===== src/verilog/cpu_pkg.sv =====
// cpu_pkg: data path widths, data ram depth and the alu operation enum.
`default_nettype none

package cpu_pkg;

    localparam int ADDR_W     = 32;  // instruction and data address.
    localparam int DATA_W     = 32;
    localparam int DWORD_W    = 64;  // hi/lo pair.
    localparam int REG_ADDR_W = 5;
    localparam int ALUOP_W    = 4;

    // data ram, word indexed by address bits 9 down to 2.
    localparam int DMEM_WORDS = 256;
    localparam int DMEM_AW    = $clog2(DMEM_WORDS);

    // operation carried down the pipe.
    // encodings are fixed, the golden file uses the raw values.
    typedef enum logic [ALUOP_W-1:0] {
        ALU_NOP   = 4'd0,
        ALU_ARITH = 4'd1,   // result is the alu value.
        ALU_LB    = 4'd2,
        ALU_LBU   = 4'd3,
        ALU_LH    = 4'd4,
        ALU_LHU   = 4'd5,
        ALU_LW    = 4'd6,
        ALU_SB    = 4'd7,
        ALU_SH    = 4'd8,
        ALU_SW    = 4'd9,
        ALU_MULT  = 4'd10   // writes hi/lo.
    } alu_op_e;

endpackage

`default_nettype wire


===== src/verilog/arch_regs.sv =====
// arch_regs: general register file with write bypass, and the hi/lo register.
`default_nettype none
`timescale 1ns/100ps

module arch_regs (
    input  logic                           clk,
    input  logic                           rst,
    input  logic                           rf_we,
    input  logic [cpu_pkg::REG_ADDR_W-1:0] rf_waddr,
    input  logic [cpu_pkg::DATA_W-1:0]     rf_wdata,
    input  logic                           hilo_we,
    input  logic [cpu_pkg::DWORD_W-1:0]    hilo_wdata,
    input  logic [cpu_pkg::REG_ADDR_W-1:0] ra1,
    input  logic [cpu_pkg::REG_ADDR_W-1:0] ra2,
    output logic [cpu_pkg::DATA_W-1:0]     rd1,
    output logic [cpu_pkg::DATA_W-1:0]     rd2,
    output logic [cpu_pkg::DATA_W-1:0]     hi,
    output logic [cpu_pkg::DATA_W-1:0]     lo
);

    logic [cpu_pkg::DATA_W-1:0] regs [2**cpu_pkg::REG_ADDR_W];
    logic [cpu_pkg::DATA_W-1:0] hi_q;
    logic [cpu_pkg::DATA_W-1:0] lo_q;
    logic                       rf_wr_ok;

    assign rf_wr_ok = rf_we && (rf_waddr != '0);  // r0 stays zero.

    always_ff @(posedge clk, posedge rst) begin
        if (rst) begin
            for (int i = 0; i < 2**cpu_pkg::REG_ADDR_W; i++) begin
                regs[i] <= '0;
            end
            hi_q <= '0;
            lo_q <= '0;
        end else begin
            if (rf_wr_ok) begin
                regs[rf_waddr] <= rf_wdata;
            end
            if (hilo_we) begin
                hi_q <= hilo_wdata[cpu_pkg::DWORD_W-1:cpu_pkg::DATA_W];
                lo_q <= hilo_wdata[cpu_pkg::DATA_W-1:0];
            end
        end
    end

    // pending write shows on the read ports a cycle early.
    assign rd1 = (ra1 == '0)                       ? '0       :
                 (rf_wr_ok && rf_waddr == ra1)     ? rf_wdata :
                                                     regs[ra1];
    assign rd2 = (ra2 == '0)                       ? '0       :
                 (rf_wr_ok && rf_waddr == ra2)     ? rf_wdata :
                                                     regs[ra2];

    assign hi = hilo_we ? hilo_wdata[cpu_pkg::DWORD_W-1:cpu_pkg::DATA_W] : hi_q;
    assign lo = hilo_we ? hilo_wdata[cpu_pkg::DATA_W-1:0] : lo_q;

endmodule

`default_nettype wire


===== config.mk =====
export PLATFORM = sky130hd
export DESIGN_NAME = arch_regs
export DESIGN_NICKNAME = d
export VERILOG_FILES = /design/src/verilog/cpu_pkg.sv /design/src/verilog/arch_regs.sv
export SDC_FILE = /design/constraint.sdc
export NUM_CORES = 2
export LEC_CHECK = 0
export BUFFER_PORTS_ARGS = -buffer_cell sky130_fd_sc_hd__buf_4
export CAP_MARGIN = 20
export CORE_ASPECT_RATIO = 1.25
export CORE_UTILIZATION = 64
export CTS_BUF_LIST = sky130_fd_sc_hd__clkbuf_8
export DETAILED_ROUTE_END_ITERATION = 12
export PLACE_DENSITY = 0.78
export SLEW_MARGIN = 20
export SYNTH_ARGS = -nofsm -noshare
export SYNTH_HDL_FRONTEND = slang
export SYNTH_SLANG_ARGS = --single-unit
export TNS_END_PERCENT = 100

===== constraint.sdc =====
create_clock -name clk -period 55 [get_ports clk]
set_clock_uncertainty 0.15 [all_clocks]
set_input_delay 16.5 -clock clk [delete_from_list [all_inputs] [get_ports clk]]
set_output_delay 16.5 -clock clk [all_outputs]
set_load 0.01 [all_outputs]

# --- Word level (Yosys, flattened, before mapping) ---
# Cells that the tools add are included.
classes:
  n_lt_le_gt_ge: 4
  n_eq_ne: 2
  n_mux: 15
  n_bitwise: 3
  n_reduce_logical: 7
op_table:
  columns: ["op", "count"]
  rows:
  - ["$bwmux 1024", 1]
  - ["$mux 32", 11]
  - ["$bmux 32 s5", 2]
  - ["$demux 32 s5", 1]
  - ["$ge 6x6->1 const B", 3]
  - ["$not 5->6", 3]
  - ["$eq 5x5->1", 2]
  - ["$logic_not 5->1", 2]
  - ["$lt 6x1->1 const B", 1]
  - ["$reduce_bool 5->1", 1]
  - ["$logic_and 1x1->1", 4]
totals:
  reg_bits: 1088
  input_bits: 115
  out_inout_bits: 128
  elab_cells: 65

# --- Longest topological paths before layout ---
depth:
  ltp_word: 6
  ltp_mapped: 11
  ltp_nobuf: 6

# --- Worst setup path after synthesis ---
# Ideal clock, no wire load.
synth_path:
  path_type: "input to output"
  from: "input ra1[0] in the netlist's numbering"
  to: "output rd1[11] in the netlist's numbering"
  t_arrival_ps: 18307
  slack_ps: 20043
  path_stages: 8
  path_buffers: 4
  cell_sequence: "buf_2 -> buf_2 -> buf_2 -> buf_2 -> mux2i_1 -> o221ai_1 -> a221o_1 -> a32o_1"
synth_via:
  elab_chain_len: 6
  word_cells_on_any_way: 9
  classes_between: "eq/ne (1); mux (5); bitwise (1); reduce/logical (2)"
synth_lines:
  columns: ["element", "line", "source"]
  rows:
  - ["start: declaration", "arch_regs.sv:13", "input logic [cpu_pkg::REG_ADDR_W-1:0] ra1,"]
  - ["$not 5->6 (implied by the code)", "arch_regs.sv:49", "regs[ra1];"]
  - ["$bmux 32 s5", "arch_regs.sv:49", null]
  - ["$mux 32 (implied by the code) (2 in a row)", "arch_regs.sv:49", null]
  - ["$mux 32", "arch_regs.sv:48", "(rf_wr_ok && rf_waddr == ra1) ? rf_wdata :"]
  - ["$mux 32 (*)", "arch_regs.sv:47", "assign rd1 = (ra1 == '0) ? '0 :"]
  - ["end: declaration", "arch_regs.sv:15", "output logic [cpu_pkg::DATA_W-1:0] rd1,"]
# Every way passes the cells marked *; elsewhere a longest branch is shown, timed or not. The select of a mux whose other input is x is not followed.

# --- Worst setup path in the final report ---
layout_path:
  from: "input ra1[1] in the netlist's numbering"
  to: "output rd1[6] in the netlist's numbering"
# Same word-level chain as after synthesis.

==> qor.yml <==
status: "finished, final reports clean"
timing.fmax_ghz: 0.0270
root_buffer: "clkbuf_8"
p_per_area_nw_per_um2: 35.2
drv_cap: 0
via_per_inst: 7.34
synth_cell_types: 51
routedWlPerCell_microns: 33.0
via_count: 39300
drt-initial-drc-count: 4481
num_rows: 122
place_hpwl_mm: 97.7
period_minus_slack_ns: 37.04
layout.nets: 4166
syn-num-nets: 4113
fp.dieW_microns: 270
period_share: 0.674
clock-sinks: 1088
multi_input_area_sq_um: 28300
hold_buffers: 0
power_leakage_uw: 0.0282
grt_pass1_wl_mm: 263
stdcell_count: 5358
place_area_sq_um: 59500
cts_buffers: 172
drc: 0
critPathCaptureType: "primary output"
mostFrequentLayoutCells: "1088 x dfrtp_1, 1068 x mux2_2, 378 x mux4_2"
worstPathArrival_ns: 20.39
synthCells: 3998
syn_area_per_cell_sq_um: 14.3
h-tree-depth: 4
async_flop_share: 1.00
cp_max_fo: 55
port_buffers: 242
final_common_cell: "dfrtp_1"
critical_path_class: "input pin to primary output"
coreArea_sq_um: 88500
clkLatencyLatePin_ns: 0.86
required_ns: 38.35
ys_warn_count: 0
synth-edff-count: 0
clk_path_buf_depth: 3
netlist_area_sq_um: 57300
fill_cells: 6017
rsz0062_at_grt: "false"
gr-total-overflow: 0
cts-resized-gates: 0
die-height_microns: 336
final_area_sq_um: 63000
first_pass_iters: 5
drive_gt1_frac: 0.498
die_area_sq_um: 90700
regArea_sq_um: 27200
track_usage: 0.394
critPathLaunchType: "input pin"
placedCellCount: 5055
tns_ns: 0
slew_viol_final: 0
ioPinCount: 243
grt_max_degree: 149
finalSetupViolations: 0
cts_setup_buffers: 0
wl_mm: 177
synth.yosys.seq_area_share: 0.475
initial_core_util: 0.647
slew_headroom: 0.263
cts_tree: "yes"
syn2layout_area_growth_pct: 9.90
worstMarginPinSlew_ns: 1.11
grt_pass1_vias: 40100
ir_worst_vdd_mv: 0.0274
hp-class: "flip-flop to flip-flop"
antenna_left: 0
grt_antenna_before_repair: 5
hold_viol_final: 0
ys_seq_elements: 1088
synth-main-ff-cell: "dfrtp_1"
clk_pin_slew_ns: 0.06
gp_congestion: 0.856
[stage by stage]
stage | total power [uW] | util | hold WS, ns | setup WS (ns)
6_report | 2220 | 0.711 | 0.246 | 17.96
5_1_grt | 2300 | 0.711 | 0.260 | 17.87
4_1_cts | 2210 | 0.711 | 0.246 | 18.04
3_5_place_dp | 1520 | 0.672 | 0.233 | 18.03
3_3_place_gp | 1500 | 0.672 | 0.226 | 18.09
2_1_floorplan | 1390 | - | 0.291 | 7.72
[worst max-delay path: stages]
cell	delay [ns]
buf_6	0.60
buf_4	0.92
xnor2_1	0.14
and4_2	0.29
a21oi_4	0.79
buf_4	0.55
a32o_1	0.35
buf_4	0.16
[report_power, final]
group          internal, uW  switching [uW]  leakage [uW]
logic                   269             195        0.0123
registers               948             109        0.0139
clock network           363             333       0.00194
total                  1580             637        0.0282
[final cells by class]
cell class,instances,area share
Sequential cell,1088,0.432
Tap cell,1178,0.0234
Clock buffer,213,0.0466
Inverter,3,0.000298
Multi-Input combinational cell,2458,0.449
Antenna cell,2,0.0000795
Timing Repair Buffer,328,0.0403
Clock inverter,88,0.00805
[cells in the mapped netlist (all sizes together) (7+ instances only)]
library cell | count | area (sq um)
nor2 | 58 | 218
a221oi | 36 | 315
a21oi | 40 | 200
o21ai | 39 | 195
a32o | 31 | 310
a221o | 22 | 220
o221ai | 32 | 280
nand2b | 7 | 43.8
nor3 | 21 | 110
nand2 | 129 | 484
mux4 | 378 | 8510
a22o | 18 | 158
nand3 | 19 | 95.1
o211ai | 13 | 97.6
clkbuf | 253 | 950
nor3b | 11 | 87.6
mux2 | 1068 | 12000
a22oi | 53 | 398
o22ai | 87 | 544
buf | 196 | 1060
a2111oi | 7 | 61.3
a211oi | 35 | 263
dfrtp | 1088 | 27200
mux2i | 298 | 2980
or2 | 10 | 62.6
[cells by family after synthesis]
family / share of synthesized area
AOI/OAI and AO/OA: 0.0538
xor gates and xnor gates: 0.00153
buffers and inverters: 0.0352
DFF: 0.475
muxes: 0.411
and+or+nand+nor: 0.0235
[layer usage]
| metal | wire [microns] | global-route usage |
|---|---|---|
| met3 | 20100 | 0.111 |
| met4 | 9950 | 0.207 |
| met5 | 101 | 0 |
| met1 | 65000 | 0.518 |
| met2 | 81600 | 0.604 |
[sequential cells by signal, indices dropped and copies added, names as in the netlist]
name  count
hi_q     32
lo_q     32
regs   1024
[final timing paths]
check / start / to / slack (ns) / depth (start not counted)
min: regs[993] / regs[993] / 0.25 / 0
min in group asynchronous: rst / hi_q[2] / 15.63 / 2
max: ra1[1] / rd1[6] / 17.96 / 8
max reg2reg: regs[241] / regs[241] / 54.03 / 1
max in group asynchronous: rst / regs[719] / 35.87 / 5
min reg2reg: regs[993] / regs[993] / 0.25 / 0
Power figures use the tool's default switching activity.
