**config.mk**
```make
export PLATFORM = sky130hd
export DESIGN_NAME = mem_wb_reg_flat
export DESIGN_NICKNAME = d
export VERILOG_FILES = /design/src/verilog/cpu_pkg.sv /design/src/verilog/mem_wb_if.sv /design/src/verilog/mem_wb_reg.sv /design/src/flat_wrapper.sv
export SDC_FILE = /design/constraint.sdc
export NUM_CORES = 1
export LEC_CHECK = 0
export BUFFER_PORTS_ARGS = -buffer_cell sky130_fd_sc_hd__buf_2
export CORE_MARGIN = 5
export CORE_UTILIZATION = 40
export DETAILED_ROUTE_END_ITERATION = 16
export PLACE_DENSITY = 0.7
export SETUP_SLACK_MARGIN = 0.1
export SYNTH_ARGS = -nofsm -noshare
export SYNTH_HDL_FRONTEND = slang
export SYNTH_SLANG_ARGS = --single-unit
```
**constraint.sdc**
```tcl
create_clock -name clk -period 5.2 [get_ports clk]
set_input_delay 0 -clock clk [delete_from_list [all_inputs] [get_ports clk]]
set_output_delay 0 -clock clk [all_outputs]
set_load 0.005 [all_outputs]
```
**src/verilog/cpu_pkg.sv**
```systemverilog
// cpu_pkg: data path widths, data ram depth and the alu operation enum.
`default_nettype none

package cpu_pkg;

    localparam int ADDR_W     = 32;  // instruction and data address.
    localparam int DATA_W     = 32;
    localparam int DWORD_W    = 64;  // hi/lo pair.
    localparam int REG_ADDR_W = 5;
    localparam int ALUOP_W    = 4;

    // data ram, word indexed by address bits 9 down to 2.
    localparam int DMEM_WORDS = 256;
    localparam int DMEM_AW    = $clog2(DMEM_WORDS);

    // operation carried down the pipe.
    // encodings are fixed, the golden file uses the raw values.
    typedef enum logic [ALUOP_W-1:0] {
        ALU_NOP   = 4'd0,
        ALU_ARITH = 4'd1,   // result is the alu value.
        ALU_LB    = 4'd2,
        ALU_LBU   = 4'd3,
        ALU_LH    = 4'd4,
        ALU_LHU   = 4'd5,
        ALU_LW    = 4'd6,
        ALU_SB    = 4'd7,
        ALU_SH    = 4'd8,
        ALU_SW    = 4'd9,
        ALU_MULT  = 4'd10   // writes hi/lo.
    } alu_op_e;

endpackage

`default_nettype wire

```
**src/verilog/mem_wb_if.sv**
```systemverilog
// mem_wb_if: one mem/wb pipeline record with source and sink modports.
`default_nettype none
`timescale 1ns/100ps

interface mem_wb_if;

    logic [cpu_pkg::ADDR_W-1:0]     pc;
    cpu_pkg::alu_op_e               aluop;
    logic [cpu_pkg::DATA_W-1:0]     alures;   // alu value or effective address.
    logic [cpu_pkg::DATA_W-1:0]     memdata;  // raw ram word.
    logic                           wreg;
    logic [cpu_pkg::REG_ADDR_W-1:0] wraddr;
    logic                           whilo;
    logic [cpu_pkg::DWORD_W-1:0]    hilo;

    modport src (
        output pc, aluop, alures, memdata, wreg, wraddr, whilo, hilo
    );

    modport dst (
        input pc, aluop, alures, memdata, wreg, wraddr, whilo, hilo
    );

endinterface

`default_nettype wire

```
**src/verilog/mem_wb_reg.sv**
```systemverilog
// mem_wb_reg: mem/wb pipeline register with stall hold and flush bubble.
`default_nettype none
`timescale 1ns/100ps

module mem_wb_reg (
    input  logic   clk,
    input  logic   rst,
    input  logic   stall,
    input  logic   flush,
    mem_wb_if.dst  mem_in,
    mem_wb_if.src  wb_out
);

    always_ff @(posedge clk, posedge rst) begin
        if (rst) begin
            wb_out.pc      <= '0;
            wb_out.aluop   <= cpu_pkg::ALU_NOP;
            wb_out.alures  <= '0;
            wb_out.memdata <= '0;
            wb_out.wreg    <= 1'b0;
            wb_out.wraddr  <= '0;
            wb_out.whilo   <= 1'b0;
            wb_out.hilo    <= '0;
        end else if (flush) begin
            // bubble wins over stall.
            wb_out.pc      <= '0;
            wb_out.aluop   <= cpu_pkg::ALU_NOP;
            wb_out.alures  <= '0;
            wb_out.memdata <= '0;
            wb_out.wreg    <= 1'b0;
            wb_out.wraddr  <= '0;
            wb_out.whilo   <= 1'b0;
            wb_out.hilo    <= '0;
        end else if (!stall) begin
            wb_out.pc      <= mem_in.pc;
            wb_out.aluop   <= mem_in.aluop;
            wb_out.alures  <= mem_in.alures;
            wb_out.memdata <= mem_in.memdata;
            wb_out.wreg    <= mem_in.wreg;
            wb_out.wraddr  <= mem_in.wraddr;
            wb_out.whilo   <= mem_in.whilo;
            wb_out.hilo    <= mem_in.hilo;
        end
        // stall: hold.
    end

endmodule

`default_nettype wire

```
**src/flat_wrapper.sv**
```systemverilog
// flat-port wrapper written by rule: the top's interface ports become plain ports
module mem_wb_reg_flat 
  (clk, rst, stall, flush, mem_in_pc, mem_in_aluop, mem_in_alures, mem_in_memdata, mem_in_wreg, mem_in_wraddr, mem_in_whilo, mem_in_hilo, wb_out_pc, wb_out_aluop, wb_out_alures, wb_out_memdata, wb_out_wreg, wb_out_wraddr, wb_out_whilo, wb_out_hilo);
  mem_wb_if mem_in_i ();
  mem_wb_if wb_out_i ();
  input  logic clk;
  input  logic rst;
  input  logic stall;
  input  logic flush;
  input wire logic [$bits(mem_in_i.pc)-1:0] mem_in_pc;
  input wire logic [$bits(mem_in_i.aluop)-1:0] mem_in_aluop;
  input wire logic [$bits(mem_in_i.alures)-1:0] mem_in_alures;
  input wire logic [$bits(mem_in_i.memdata)-1:0] mem_in_memdata;
  input wire logic [$bits(mem_in_i.wreg)-1:0] mem_in_wreg;
  input wire logic [$bits(mem_in_i.wraddr)-1:0] mem_in_wraddr;
  input wire logic [$bits(mem_in_i.whilo)-1:0] mem_in_whilo;
  input wire logic [$bits(mem_in_i.hilo)-1:0] mem_in_hilo;
  output wire logic [$bits(wb_out_i.pc)-1:0] wb_out_pc;
  output wire logic [$bits(wb_out_i.aluop)-1:0] wb_out_aluop;
  output wire logic [$bits(wb_out_i.alures)-1:0] wb_out_alures;
  output wire logic [$bits(wb_out_i.memdata)-1:0] wb_out_memdata;
  output wire logic [$bits(wb_out_i.wreg)-1:0] wb_out_wreg;
  output wire logic [$bits(wb_out_i.wraddr)-1:0] wb_out_wraddr;
  output wire logic [$bits(wb_out_i.whilo)-1:0] wb_out_whilo;
  output wire logic [$bits(wb_out_i.hilo)-1:0] wb_out_hilo;
  assign mem_in_i.pc = mem_in_pc;
  assign mem_in_i.aluop = mem_in_aluop;
  assign mem_in_i.alures = mem_in_alures;
  assign mem_in_i.memdata = mem_in_memdata;
  assign mem_in_i.wreg = mem_in_wreg;
  assign mem_in_i.wraddr = mem_in_wraddr;
  assign mem_in_i.whilo = mem_in_whilo;
  assign mem_in_i.hilo = mem_in_hilo;
  assign wb_out_pc = wb_out_i.pc;
  assign wb_out_aluop = wb_out_i.aluop;
  assign wb_out_alures = wb_out_i.alures;
  assign wb_out_memdata = wb_out_i.memdata;
  assign wb_out_wreg = wb_out_i.wreg;
  assign wb_out_wraddr = wb_out_i.wraddr;
  assign wb_out_whilo = wb_out_i.whilo;
  assign wb_out_hilo = wb_out_i.hilo;
  mem_wb_reg u_core (.clk(clk), .rst(rst), .stall(stall), .flush(flush), .mem_in(mem_in_i), .wb_out(wb_out_i));
endmodule
```
# == After elaboration in Yosys (flattened, before gate mapping) ==
# Cells that the tools add are included.
# word_totals
input_bits,175
word_cells,25
reg_bits,171
out_inout_bits,171
# op_classes
muxes,16
n_eq_ne,1
# ops
op,n
$mux 32,6
$mux 64,2
$mux 5,2
$mux 4,2
$mux 1,4
$ne 2x1->1 const B,1

# == Logic depth before layout (Yosys ltp) ==
# logic_depth
ltp_word,2
depth_mapped,5
depth_no_buf,2

# == Worst setup path after synthesis ==
# OpenSTA, ideal clock, no wires.
# synth_path
kind,input-to-reg
from,in stall
to,reg u_core.wb_out.hilo[0]
setup_slack_ps,4398
stages,5
arrival_ps,670
setup_time_ps,132
n_path_buf,3
required_time_ps,5068
cell_sequence,buf_4 -> buf_6 -> buf_6 -> mux2i_1 -> nor2_1
# synth_between
elab_chain_len,1
# synth_rtl
item,line_no,text
from (decl),flat_wrapper.sv:8,input logic stall;
$ne 2x1->1 (no line),n/a,
to (decl),mem_wb_if.sv:17,"output pc, aluop, alures, memdata, wreg, wraddr, whilo, hilo"
# Every way passes these cells.
# A chain may end at the register's enable or synchronous reset.

==> metrics.txt <==
Vias=just over 6,000; period utilization=34.2%; Initial Util=between 40% and 50%; syn_nets=between 700 and 800; Area Growth Syn to Fin=59.6%; TritonCTS clock tree=done; skew final=0 ns; Least-Margin Pin Slew=just under 1 ns; Final Hold Vio Count=0; worst vdd ir=0.000208 V; drt pass-1 iters=7; clk slew on worst S/H paths=~0.07 ns; Slew HR=33.8%; Clock Sinks=about 170; initial antenna violation count=0; Worst Path Max Fanout=110; fin cells=~1,300; Root Buffer=clkbuf_16; top-area cell type share of the netlist area=between 60% and 70%; IO Pins=346; Die X=between 100 and 150 microns; crit path cell chain=dlygate4sd3_1 > buf_2 > inv_6 > buf_4; Worst-Skew Late Latency=0.42 ns; CP max-delay cell=buf_4; leakage=between 6 and 7 nW; GPL Wtd Cong=~0.76; share of post-route cells with drive strength above 1=35.7%; Post-Synthesis Cells=approximately 550; CP peak stage delay=between 0.7 and 0.8 ns; Avg Inst Size Synth=about 12 sq um; Core Util, Final=between 60% and 70%; combinational share of power=14.9%; TNS Setup=0 ns; clock group share of total power=39.9%; global-route wire length before repair=roughly 34,000 microns; Core Region=17,100 sq um; placed cell count=1,088; H-tree depth=4; Final ANT Viol Nets=0; Crit. End Element=asynchronous set/reset pin; Chip Height=~140 microns; Reg area=between 4000 and 5000 sq um; Total Die Area=roughly 20,000 sq um; drt drc=0; Hold/Removal Path Class=primary input to register; Final Setup Violations=0; area occupied by multi-input gates=2350 sq um; cell-internal power=approximately 2.4 mW; critical path required time=5.65 ns; Sw Ratio=approximately a quarter; post-synth top area cell=dfrtp_1; crit start category=primary input; worst-case clock buffer depth=2; cts bufs inserted=17; IO Port Bufs=between 300 and 400; all-layer global routing usage=a little over a fifth; yosys warns=0; Setup Crit Path Kind=primary input to asynchronous set/reset pin; part of the power in registers=45.2%; Fill cells=1,263; RSZ-0062 raised after global routing=no; Synth area leaders=dfrtp_1, mux2i_1, nor2_1; Routed Wire Length=~22,000 microns; maximum number of pins on one net before global-route repair=111; dpl hpwl=~13,000 microns; Max Slew Vio Count=0; Synth Cell Area=6890 sq um; f_max=about 560 MHz; synthesis-stage register bit count=around 170; sequential fraction of the synthesis area=between 60% and 70%; Nets=1,229; max cap viols=0; crit path DAT=about 2.2 ns; routed vias/inst=around 4.7; status=complete, no violations; vias in the first global route=approximately 6,700; wire per inst=16.7 microns; Diodes inserted=0; Tmin final=1.78 ns; Initial DRC Count=255; Power Density=a little under 300 nW/um^2; NetSw=814 uW; # rows=48; total gr overflow=0; Yosys cell types=9
==> registers in the layout, summed over array words and instances (netlist names) <==
register               flops
u_core.wb_out.aluop        4
u_core.wb_out.alures      32
u_core.wb_out.hilo        64
u_core.wb_out.memdata     32
u_core.wb_out.pc          32
u_core.wb_out.whilo        1
u_core.wb_out.wraddr       5
u_core.wb_out.wreg         1
==> cell usage after synthesis <==
| master | n |
|---|---|
| buf_2 | 4 |
| inv_1 | 1 |
| dfrtp_1 | 171 |
| mux2i_1 | 171 |
| buf_4 | 9 |
| clkbuf_1 | 13 |
| buf_1 | 2 |
| buf_6 | 10 |
| nor2_1 | 171 |
==> logic make-up (layout without fill, tap and decap cells) <==
logic type / after synthesis / in the layout / share of synthesized area, %
mux: 171 / 171 / 24.8
flops: 171 / 171 / 62.1
simple gates: 171 / 171 / 9.31
buf+inv: 39 / 553 / 3.78
==> layer usage <==
layer	track usage (%)	part of all wire [%]
met4	9.28	3.4
met2	36.9	50
met1	25.2	39
met5	0	0
met3	6.54	7.7
==> final cells by class <==
| class | count | share of cell area (%) |
|---|---|---|
| Clock buffer | 17 | 3.87 |
| Clock inverter | 14 | 1.47 |
| Inverter | 1 | 0.0796 |
| Multi-Input combinational cell | 342 | 21.4 |
| Sequential cell | 171 | 38.9 |
| Tap cell | 225 | 2.56 |
| Timing Repair Buffer | 521 | 31.7 |
==> power groups by stage <==
stage,registers [mW],clock network [mW],logic [mW]
6_report,1.45,1.28,0.476
5_1_grt,1.46,1.36,0.523
4_1_cts,1.45,1.30,0.473
3_5_place_dp,1.47,0,0.371
3_3_place_gp,1.47,0,0.364
2_1_floorplan,1.47,0,0.187
==> stage by stage <==
| stage | instance area [sq um] | hold WS, ns | power (mW) | worst slack (ns) |
|---|---|---|---|---|
| 2_1_floorplan | 6890 | 0.153 | 1.66 | 0.568 |
| 4_1_cts | 11000 | 0.193 | 3.22 | 3.37 |
| 3_5_place_dp | 8690 | 0.245 | 1.84 | 3.29 |
| 3_3_place_gp | 8690 | 0.237 | 1.83 | 3.29 |
| 6_report | 11000 | 0.188 | 3.20 | 3.42 |
| 5_1_grt | 11000 | 0.214 | 3.34 | 3.06 |
==> final timing paths <==
path	from	end	slack, ns	depth (start not counted)
max reg2reg	u_core.wb_out.alures[30]	u_core.wb_out.alures[30]	4.39	2
max in group clk	stall	u_core.wb_out.hilo[55]	3.68	4
max	rst	u_core.wb_out.hilo[44]	3.42	4
min reg2reg	u_core.wb_out.aluop[1]	u_core.wb_out.aluop[1]	0.52	2
min	flush	u_core.wb_out.alures[21]	0.19	2
min in group asynchronous	rst	u_core.wb_out.alures[2]	0.35	3
==> critical path: cells and delay by family <==
| family | cells | cell delay, ns |
|---|---|---|
| buf+inv | 4 | 2.07 |
==> cells in the final DEF, fill, tap and decap left out, drive strengths merged <==
cell	count
mux2i	171
nor2	171
inv	8
buf	349
dfrtp	171
clkinv	4
dlygate4sd3	172
clkbuf	17
clkinvlp	1
bufinv	2
==> what timing repair did <==
| item | CTS | global route |
|---|---|---|
| hold endpoints to repair | 280 | 0 |
| resized for setup | 0 | 0 |
| setup buffers | 0 | 0 |
| hold buffers | 172 | 0 |
(Power assumes the default switching activity.)
