`src/verilog/cpu_pkg.sv`:
```
// cpu_pkg: data path widths, data ram depth and the alu operation enum.
`default_nettype none

package cpu_pkg;

    localparam int ADDR_W     = 32;  // instruction and data address.
    localparam int DATA_W     = 32;
    localparam int DWORD_W    = 64;  // hi/lo pair.
    localparam int REG_ADDR_W = 5;
    localparam int ALUOP_W    = 4;

    // data ram, word indexed by address bits 9 down to 2.
    localparam int DMEM_WORDS = 256;
    localparam int DMEM_AW    = $clog2(DMEM_WORDS);

    // operation carried down the pipe.
    // encodings are fixed, the golden file uses the raw values.
    typedef enum logic [ALUOP_W-1:0] {
        ALU_NOP   = 4'd0,
        ALU_ARITH = 4'd1,   // result is the alu value.
        ALU_LB    = 4'd2,
        ALU_LBU   = 4'd3,
        ALU_LH    = 4'd4,
        ALU_LHU   = 4'd5,
        ALU_LW    = 4'd6,
        ALU_SB    = 4'd7,
        ALU_SH    = 4'd8,
        ALU_SW    = 4'd9,
        ALU_MULT  = 4'd10   // writes hi/lo.
    } alu_op_e;

endpackage

`default_nettype wire

```
`src/verilog/mem_wb_if.sv`:
```
// mem_wb_if: one mem/wb pipeline record with source and sink modports.
`default_nettype none
`timescale 1ns/100ps

interface mem_wb_if;

    logic [cpu_pkg::ADDR_W-1:0]     pc;
    cpu_pkg::alu_op_e               aluop;
    logic [cpu_pkg::DATA_W-1:0]     alures;   // alu value or effective address.
    logic [cpu_pkg::DATA_W-1:0]     memdata;  // raw ram word.
    logic                           wreg;
    logic [cpu_pkg::REG_ADDR_W-1:0] wraddr;
    logic                           whilo;
    logic [cpu_pkg::DWORD_W-1:0]    hilo;

    modport src (
        output pc, aluop, alures, memdata, wreg, wraddr, whilo, hilo
    );

    modport dst (
        input pc, aluop, alures, memdata, wreg, wraddr, whilo, hilo
    );

endinterface

`default_nettype wire

```
`src/verilog/wb_stage.sv`:
```
// wb_stage: load alignment and extension, register file and hi/lo write ports.
`default_nettype none
`timescale 1ns/100ps

module wb_stage (
    mem_wb_if.dst                          wb_in,
    output logic                           rf_we,
    output logic [cpu_pkg::REG_ADDR_W-1:0] rf_waddr,
    output logic [cpu_pkg::DATA_W-1:0]     rf_wdata,
    output logic                           hilo_we,
    output logic [cpu_pkg::DWORD_W-1:0]    hilo_wdata
);

    logic [7:0]  ld_byte;
    logic [15:0] ld_half;

    // little endian lanes, same as the store side.
    assign ld_byte = wb_in.memdata[8*wb_in.alures[1:0] +: 8];
    assign ld_half = wb_in.alures[1] ? wb_in.memdata[31:16] : wb_in.memdata[15:0];

    always_comb begin
        case (wb_in.aluop)
            cpu_pkg::ALU_LB:  rf_wdata = {{24{ld_byte[7]}}, ld_byte};
            cpu_pkg::ALU_LBU: rf_wdata = {24'd0, ld_byte};
            cpu_pkg::ALU_LH:  rf_wdata = {{16{ld_half[15]}}, ld_half};
            cpu_pkg::ALU_LHU: rf_wdata = {16'd0, ld_half};
            cpu_pkg::ALU_LW:  rf_wdata = wb_in.memdata;
            default:          rf_wdata = wb_in.alures;
        endcase
    end

    assign rf_we    = wb_in.wreg;
    assign rf_waddr = wb_in.wraddr;

    assign hilo_we    = wb_in.whilo;
    assign hilo_wdata = wb_in.hilo;  // hi in the upper half.

endmodule

`default_nettype wire
```
`src/flat_wrapper.sv`:
```
// flat-port wrapper written by rule: the top's interface ports become plain ports
module wb_stage_flat 
  (rf_we, rf_waddr, rf_wdata, hilo_we, hilo_wdata, wb_in_pc, wb_in_aluop, wb_in_alures, wb_in_memdata, wb_in_wreg, wb_in_wraddr, wb_in_whilo, wb_in_hilo);
  mem_wb_if wb_in_i ();
  output logic rf_we;
  output logic [cpu_pkg::REG_ADDR_W-1:0] rf_waddr;
  output logic [cpu_pkg::DATA_W-1:0] rf_wdata;
  output logic hilo_we;
  output logic [cpu_pkg::DWORD_W-1:0] hilo_wdata;
  input wire logic [$bits(wb_in_i.pc)-1:0] wb_in_pc;
  input wire logic [$bits(wb_in_i.aluop)-1:0] wb_in_aluop;
  input wire logic [$bits(wb_in_i.alures)-1:0] wb_in_alures;
  input wire logic [$bits(wb_in_i.memdata)-1:0] wb_in_memdata;
  input wire logic [$bits(wb_in_i.wreg)-1:0] wb_in_wreg;
  input wire logic [$bits(wb_in_i.wraddr)-1:0] wb_in_wraddr;
  input wire logic [$bits(wb_in_i.whilo)-1:0] wb_in_whilo;
  input wire logic [$bits(wb_in_i.hilo)-1:0] wb_in_hilo;
  assign wb_in_i.pc = wb_in_pc;
  assign wb_in_i.aluop = wb_in_aluop;
  assign wb_in_i.alures = wb_in_alures;
  assign wb_in_i.memdata = wb_in_memdata;
  assign wb_in_i.wreg = wb_in_wreg;
  assign wb_in_i.wraddr = wb_in_wraddr;
  assign wb_in_i.whilo = wb_in_whilo;
  assign wb_in_i.hilo = wb_in_hilo;
  wb_stage u_core (.wb_in(wb_in_i), .rf_we(rf_we), .rf_waddr(rf_waddr), .rf_wdata(rf_wdata), .hilo_we(hilo_we), .hilo_wdata(hilo_wdata));
endmodule
```
`config.mk`:
```
export PLATFORM = sky130hd
export DESIGN_NAME = wb_stage_flat
export DESIGN_NICKNAME = d
export VERILOG_FILES = /design/src/verilog/cpu_pkg.sv /design/src/verilog/mem_wb_if.sv /design/src/verilog/wb_stage.sv /design/src/flat_wrapper.sv
export SDC_FILE = /design/constraint.sdc
export NUM_CORES = 1
export LEC_CHECK = 0
export BUFFER_PORTS_ARGS = -buffer_cell sky130_fd_sc_hd__buf_2
export CELL_PAD_IN_SITES_DETAIL_PLACEMENT = 1
export CELL_PAD_IN_SITES_GLOBAL_PLACEMENT = 2
export CORE_MARGIN = 1
export CORE_UTILIZATION = 12
export DETAILED_ROUTE_END_ITERATION = 8
export PLACE_DENSITY = 0.9
export SYNTH_ARGS = -nofsm -noshare
export SYNTH_HDL_FRONTEND = slang
export SYNTH_SLANG_ARGS = --single-unit
```
`constraint.sdc`:
```
create_clock -name vclk -period 1.8
set_input_delay 0.09 -clock vclk [all_inputs]
set_output_delay 0.09 -clock vclk [all_outputs]
set_load 0.02 [all_outputs]
```
Yosys cells after proc, flatten, opt, wreduce, memory -nomap -nowiden
Cells that the tools add are included.
{ "op_classes": {"n_mux": 2, "eq_ne": 5, "shift": 1} }
{ "op_table": {"columns": ["cell", "n"], "rows": [
  ["case mux 32 bit (5 select lines)", 1],
  ["indexed part select 32 x 6 -> 8 bit", 1],
  ["2-to-1 mux 16 bit", 1],
  ["equality test 4 x 3 -> 1 bit, second input constant", 3],
  ["equality test 4 x 2 -> 1 bit, second input constant", 2]
]} }
{ "word_totals": {"word_cells": 8, "ff_bits": 0, "output_inout_bits": 103} }

Depth between registers and ports, before layout
Gate-level depths: netlist (run 1).
{ "depth": {"word_depth": 2, "ltp_mapped": 6} }

Worst setup path after synthesis (run 1)
No wires, ideal clock.
{ "synth_timing": {"kind": "in2out", "start": "in wb_in_alures[0]", "end": "out rf_wdata[16] (netlist name)", "n_path_buf": 2, "stages": 6, "path_slack_ns": 0.452, "t_arrival_ns": 1.258, "required_ns": 1.710, "cell_sequence": "buf_6 > mux2i_4 > o22ai_1 > o221a_4 > buf_6 > a221o_1"} }
{ "synth_between": {"elab_chain_len": 2} }
{ "synth_lines": {"columns": ["element", "line", "rtl"], "rows": [
  ["start: declaration", "flat_wrapper.sv:12", "input wire logic [$bits(wb_in_i.alures)-1:0] wb_in_alures;"],
  ["indexed part select 32 x 6 -> 8 bit", "wb_stage.sv:18", "assign ld_byte = wb_in.memdata[8*wb_in.alures[1:0] +: 8];"],
  ["case mux 32 bit (5 select lines)", "wb_stage.sv:22", "case (wb_in.aluop)"],
  ["end: declaration", "flat_wrapper.sv:7", "output logic [cpu_pkg::DATA_W-1:0] rf_wdata;"]
]} }
No other way between the ends.

Worst setup path in the final report (run 1)
{ "layout_timing": {"start": "in wb_in_aluop[2]", "end": "out rf_wdata[19] (netlist name)"} }
{ "layout_between": {"elab_chain_len": 2, "elab_cells_between_ends": 6, "classes_between": "eq/ne: 5; mux: 1"} }
{ "layout_lines": {"columns": ["element", "line", "rtl"], "rows": [
  ["start: declaration", "flat_wrapper.sv:11", "input wire logic [$bits(wb_in_i.aluop)-1:0] wb_in_aluop;"],
  ["equality test 4 x 3 -> 1 bit / equality test 4 x 2 -> 1 bit (equally long branches)", "wb_stage.sv:22", null],
  ["case mux 32 bit (5 select lines) (*)", "wb_stage.sv:22", null]
]} }
Every way passes the cells marked *; elsewhere a longest branch is shown, timed or not.

==> flow_summary.json, run 1 <==
{
  "status": "finished clean",
  "start_kind": "primary input",
  "synth_compound_area_frac": 0.334,
  "power_density_mw_per_mm2": 315,
  "synthXorXnorAreaFrac": 0,
  "setup_viol": 0,
  "die_y_um": 118,
  "synth_top_area_frac": 0.337,
  "maxSlewViolCount": 0,
  "hold_violations": 0,
  "ys_top_cells_by_count": "buf_4 (72), nand2_1 (26), a22o_1 (16)",
  "final_cells": 398,
  "globalRoute.totalOverflow": 0,
  "fillers": 1591,
  "dp_slack_ns": -0.0157,
  "viasPerCell": 4.35,
  "cp-end-kind": "output port",
  "numPortBuffers": 100,
  "cp_top_family": "compound AO/OA/AOI/OAI gates",
  "ff_latch_area_um2": 0,
  "multi_input_area_um2": 971,
  "path_max_fanout": 16,
  "gr-usage-all-layers": 0.105,
  "die_w_um": 118,
  "yosys_warnings": 0,
  "yosysUniqueCellTypes": 32,
  "setup_ws_ns": 0.182,
  "leakage_nw": 0.876,
  "crit_type": "in2out",
  "grt_pass1_vias": 1779,
  "ios": 274,
  "vias": 1732,
  "cp_num_buf_inv": 2,
  "whs_ns": 0.180,
  "dp_cells": 398,
  "synthesis.nets": 368,
  "rows": 41,
  "fin_crit_ns": 1.62,
  "synthesis.area_mm2": 0.00161,
  "post_drt_wl_per_cell_um": 19.5,
  "drc": 0,
  "grt_max_degree": 17,
  "synth-simple-area-share": 0.113,
  "avgSynthCellArea_um2": 8.15,
  "fin_crit_sh": 0.899,
  "synth_fa_ha_area_frac": 0,
  "antenna_found_initial": 0,
  "drt_iter0_drc": 128,
  "synth_area_leaders": "buf_4 (34%), mux4_1 (11%), a22o_1 (8.7%)",
  "post-dp-hpwl_um": 6280,
  "synth_area_leader_cell": "buf_4",
  "maxCapViolCount": 0,
  "syn2layout_area_growth_pct": 13.6,
  "drtAntennaViolNets": 0,
  "path_common_cell": "buf_2",
  "hold_path.class": "in2out",
  "fmax_mhz": 618,
  "antenna_cells": 0,
  "place_congestion": 0.769,
  "tightest_slew_ns": 0.387,
  "arrival_ns": 1.53,
  "ys_seq_area_frac": 0,
  "routed_wl_um": 7740,
  "coreArea_mm2": 0.0128,
  "first_pass_iters": 5,
  "cp_slowest_stage_delay_ns": 0.39,
  "cp-startpoint": "wb_in_aluop[2]",
  "slowest_stage": "o221a_4",
  "cts_hold_buf": 0,
  "fin_util": 0.142,
  "synth_mux_area_frac": 0.154,
  "path_cells": "buf_2, nand2b_1, nor3_2, o221a_4, a221o_1, buf_2",
  "drive_above_1_share": 0.571,
  "cp.required_ns": 1.71,
  "rsz0062_at_grt": "false",
  "nClkBuffers": 0,
  "yosysMostFrequentCell": "buf_4",
  "final_net_count": 399,
  "dieArea_mm2": 0.0138,
  "vdd_drop_max_mv": 0.0653,
  "seq_cells": 0,
  "fin_setup_tns_ns": 0,
  "start_util": 0.125,
  "max_slew_margin": 0.742,
  "synth_top_family_by_area": "buffers and inverters",
  "worstHoldStart": "wb_in_hilo[39]",
  "postSynthCellCount": 197,
  "grt_pass1_wl_um": 11200
}
path summary, 6_finish.rpt:
check | endpoint | slack (ns) | depth (start not counted)
hold / removal | hilo_wdata[39] | 0.18 | 0
setup / recovery | rf_wdata[19] | 0.18 | 6
what timing repair did:
item                                    in CTS  in global routing
gates resized for setup                      1                  1
buffers inserted                             0                  0
endpoints found under the setup margin       2                 16
cell families (layout without fill, tap and decap cells):
family                 Yosys count  count (layout)
buffers and inverters           89             118
muxes                           12              12
AOI/OAI and AO/OA               56              56
and+or+nand+nor                 40              40
report_power, final:
group          switching [W]  internal (W)  total (W)
Combinational       0.000323      0.000251   0.000574
Clock                      0             0          0
Sequential                 0             0          0
metrics by stage:
stage          power [W]  instance area [um2]
3_3_place_gp    0.000560                 1820
5_1_grt         0.000613                 1820
6_report        0.000574                 1820
4_1_cts         0.000578                 1820
2_1_floorplan   0.000559                 1610
3_5_place_dp    0.000575                 1820
layout by cell type (no fill, tap or decap), drive strengths merged, types with 3 or more instances in the layout:
cell,n
buf,115
a221o,16
inv,3
a22o,16
mux4,7
a222oi,13
nand2b,3
nand2,26
nor2,3
mux2i,5
per-layer routing:
layer / track usage / up-vias / wire [um]
li1: - / 755 / -
met1: 0.120 / 850 / 2960
met2: 0.199 / 99 / 3960
met3: 0.0131 / 28 / 557
met4: 0.0377 / 0 / 267
met5: 0 / - / 0
final cells by class:
cell class | count | share of cell area
multi-input cells | 108 | 0.533
well taps | 172 | 0.118
repair buffers | 115 | 0.343
inverters | 3 | 0.00618
No activity file was read; power rests on OpenSTA's default activity.
==> run 2: changes to the inputs <==
--- a/config.mk
+++ b/config.mk
@@ -8,10 +8,11 @@
 export BUFFER_PORTS_ARGS = -buffer_cell sky130_fd_sc_hd__buf_2
 export CELL_PAD_IN_SITES_DETAIL_PLACEMENT = 1
 export CELL_PAD_IN_SITES_GLOBAL_PLACEMENT = 2
+export CORE_ASPECT_RATIO = 0.5
 export CORE_MARGIN = 1
-export CORE_UTILIZATION = 12
+export CORE_UTILIZATION = 11
 export DETAILED_ROUTE_END_ITERATION = 8
-export PLACE_DENSITY = 0.9
+export PLACE_DENSITY = 0.84
 export SYNTH_ARGS = -nofsm -noshare
 export SYNTH_HDL_FRONTEND = slang
 export SYNTH_SLANG_ARGS = --single-unit
==> constraint.sdc (replaced) <==
create_clock -name vclk -period 1.81
set_input_delay 0.0905 -clock vclk [all_inputs]
set_output_delay 0.0905 -clock vclk [all_outputs]
set_load 0.02 [all_outputs]
==> flow_summary.json, run 2 (same netlist as run 1, synthesis figures left out) <==
{
  "path_cells": "buf_2, buf_4, o21bai_4, a31o_2, a222oi_1, nand2_1, buf_2",
  "setup_viol": 0,
  "gr-usage-all-layers": 0.0719,
  "cts_hold_buf": 0,
  "coreArea_mm2": 0.0139,
  "cp.required_ns": 1.72,
  "whs_ns": 0.181,
  "drt_iter0_drc": 145,
  "post_drt_wl_per_cell_um": 14.9,
  "place_congestion": 0.794,
  "drive_above_1_share": 0.561,
  "final_cells": 415,
  "syn2layout_area_growth_pct": 12.7,
  "power_density_mw_per_mm2": 303,
  "final_net_count": 396,
  "vdd_drop_max_mv": 0.0588,
  "slowest_stage": "a222oi_1",
  "routed_wl_um": 6170,
  "path_max_fanout": 15,
  "nClkBuffers": 0,
  "final_common_cell": "buf_2",
  "crit_type": "in2out",
  "fin_area_mm2": 0.00181,
  "ios": 274,
  "drc": 0,
  "start_kind": "primary input",
  "vias": 1642,
  "hold_path.class": "in2out",
  "grt_pass1_wl_um": 8750,
  "cp-startpoint": "wb_in_aluop[3]",
  "first_pass_iters": 6,
  "dpl_cell_area_mm2": 0.00181,
  "grt_pass1_vias": 1647,
  "cp_slowest_stage_delay_ns": 0.44,
  "maxSlewViolCount": 0,
  "path_common_cell": "buf_2",
  "arrival_ns": 1.54,
  "final_cell_mix": "buf_2 (100), nand2_1 (26), a22o_1 (16)",
  "viasPerCell": 3.96,
  "antenna_found_initial": 0,
  "seq_cells": 0,
  "die_y_um": 87.4,
  "dp_cells": 415,
  "tightest_slew_ns": 0.708,
  "antenna_cells": 0,
  "leakage_nw": 0.857,
  "dieArea_mm2": 0.0151,
  "rows": 30,
  "rsz0062_at_grt": "false",
  "grt_max_degree": 17,
  "maxCapViolCount": 0,
  "max_slew_margin": 0.528,
  "fmax_mhz": 611,
  "fin_crit_sh": 0.904,
  "fin_setup_tns_ns": 0,
  "drtAntennaViolNets": 0,
  "hold_violations": 0,
  "start_util": 0.116,
  "fillers": 1721,
  "globalRoute.totalOverflow": 0,
  "ff_latch_area_um2": 0,
  "post-dp-hpwl_um": 4880,
  "cp-end-kind": "output port",
  "fin_crit_ns": 1.64,
  "numPortBuffers": 100,
  "status": "finished clean",
  "die_w_um": 173,
  "crit_end": "rf_wdata[2]"
}
## run 2: cell types whose count changed in the layout (fill, tap and decap cells not counted)
cell,delta
buf_4,-2
nor2_2,+1
nor3_1,+1
nor2_1,-1
and3b_2,-1
buf_12,-1
and3b_1,+1
nor3_2,-1
## run 2: worst min-delay path by stage
stage | from | to | depth (start not counted)
final | wb_in_hilo[12] | hilo_wdata[12] | 0
after global routing | wb_in_hilo[13] | hilo_wdata[13] | 0
after CTS | wb_in_hilo[0] | hilo_wdata[0] | 0
after detailed placement | wb_in_hilo[0] | hilo_wdata[0] | 0
after global placement | wb_in_hilo[0] | hilo_wdata[0] | 0
after floorplan | wb_in_hilo[0] | hilo_wdata[0] | 1
## run 2: area by class of cell
| cell class | count | area (um2) | share of cell area |
|---|---|---|---|
| multi-input cells | 108 | 967 | 0.535 |
| well taps | 192 | 240 | 0.133 |
| repair buffers | 112 | 591 | 0.326 |
| inverters | 3 | 11.3 | 0.00622 |
## run 2: where the power goes
group | internal, W | total [W] | switching (W)
logic | 0.000242 | 0.000548 | 0.000305
clock network | 0 | 0 | 0
registers | 0 | 0 | 0
total | 0.000242 | 0.000548 | 0.000305
## run 2: stage by stage
step | power [W] | setup WS, ns | util
CTS | 0.000552 | 0.189 | 0.130
floorplan | 0.000556 | 0.461 | -
detailed placement | 0.000549 | -0.0368 | 0.130
global placement | 0.000542 | -0.00983 | 0.130
global route | 0.000586 | 0.0653 | 0.130
finish | 0.000548 | 0.175 | 0.130
## run 2: worst max-delay path: cells and delay by family
kind | cells | cell delay, ns
AOI/OAI and AO/OA | 3 | 0.95
buffers and inverters | 3 | 0.40
and+or+nand+nor | 1 | 0.09
## run 2: routing by layer
metal	up-vias	part of all wire	GRT usage
li1	750	-	-
met1	841	0.37	0.0730
met2	49	0.58	0.161
met3	2	0.052	0.00873
met4	0	0.00032	0.00724
met5	-	0	0
## run 2: timing repair
action                     in CTS  in global routing
setup endpoints to repair      12                  0
resized for setup               1                  0
buffers inserted                0                  0
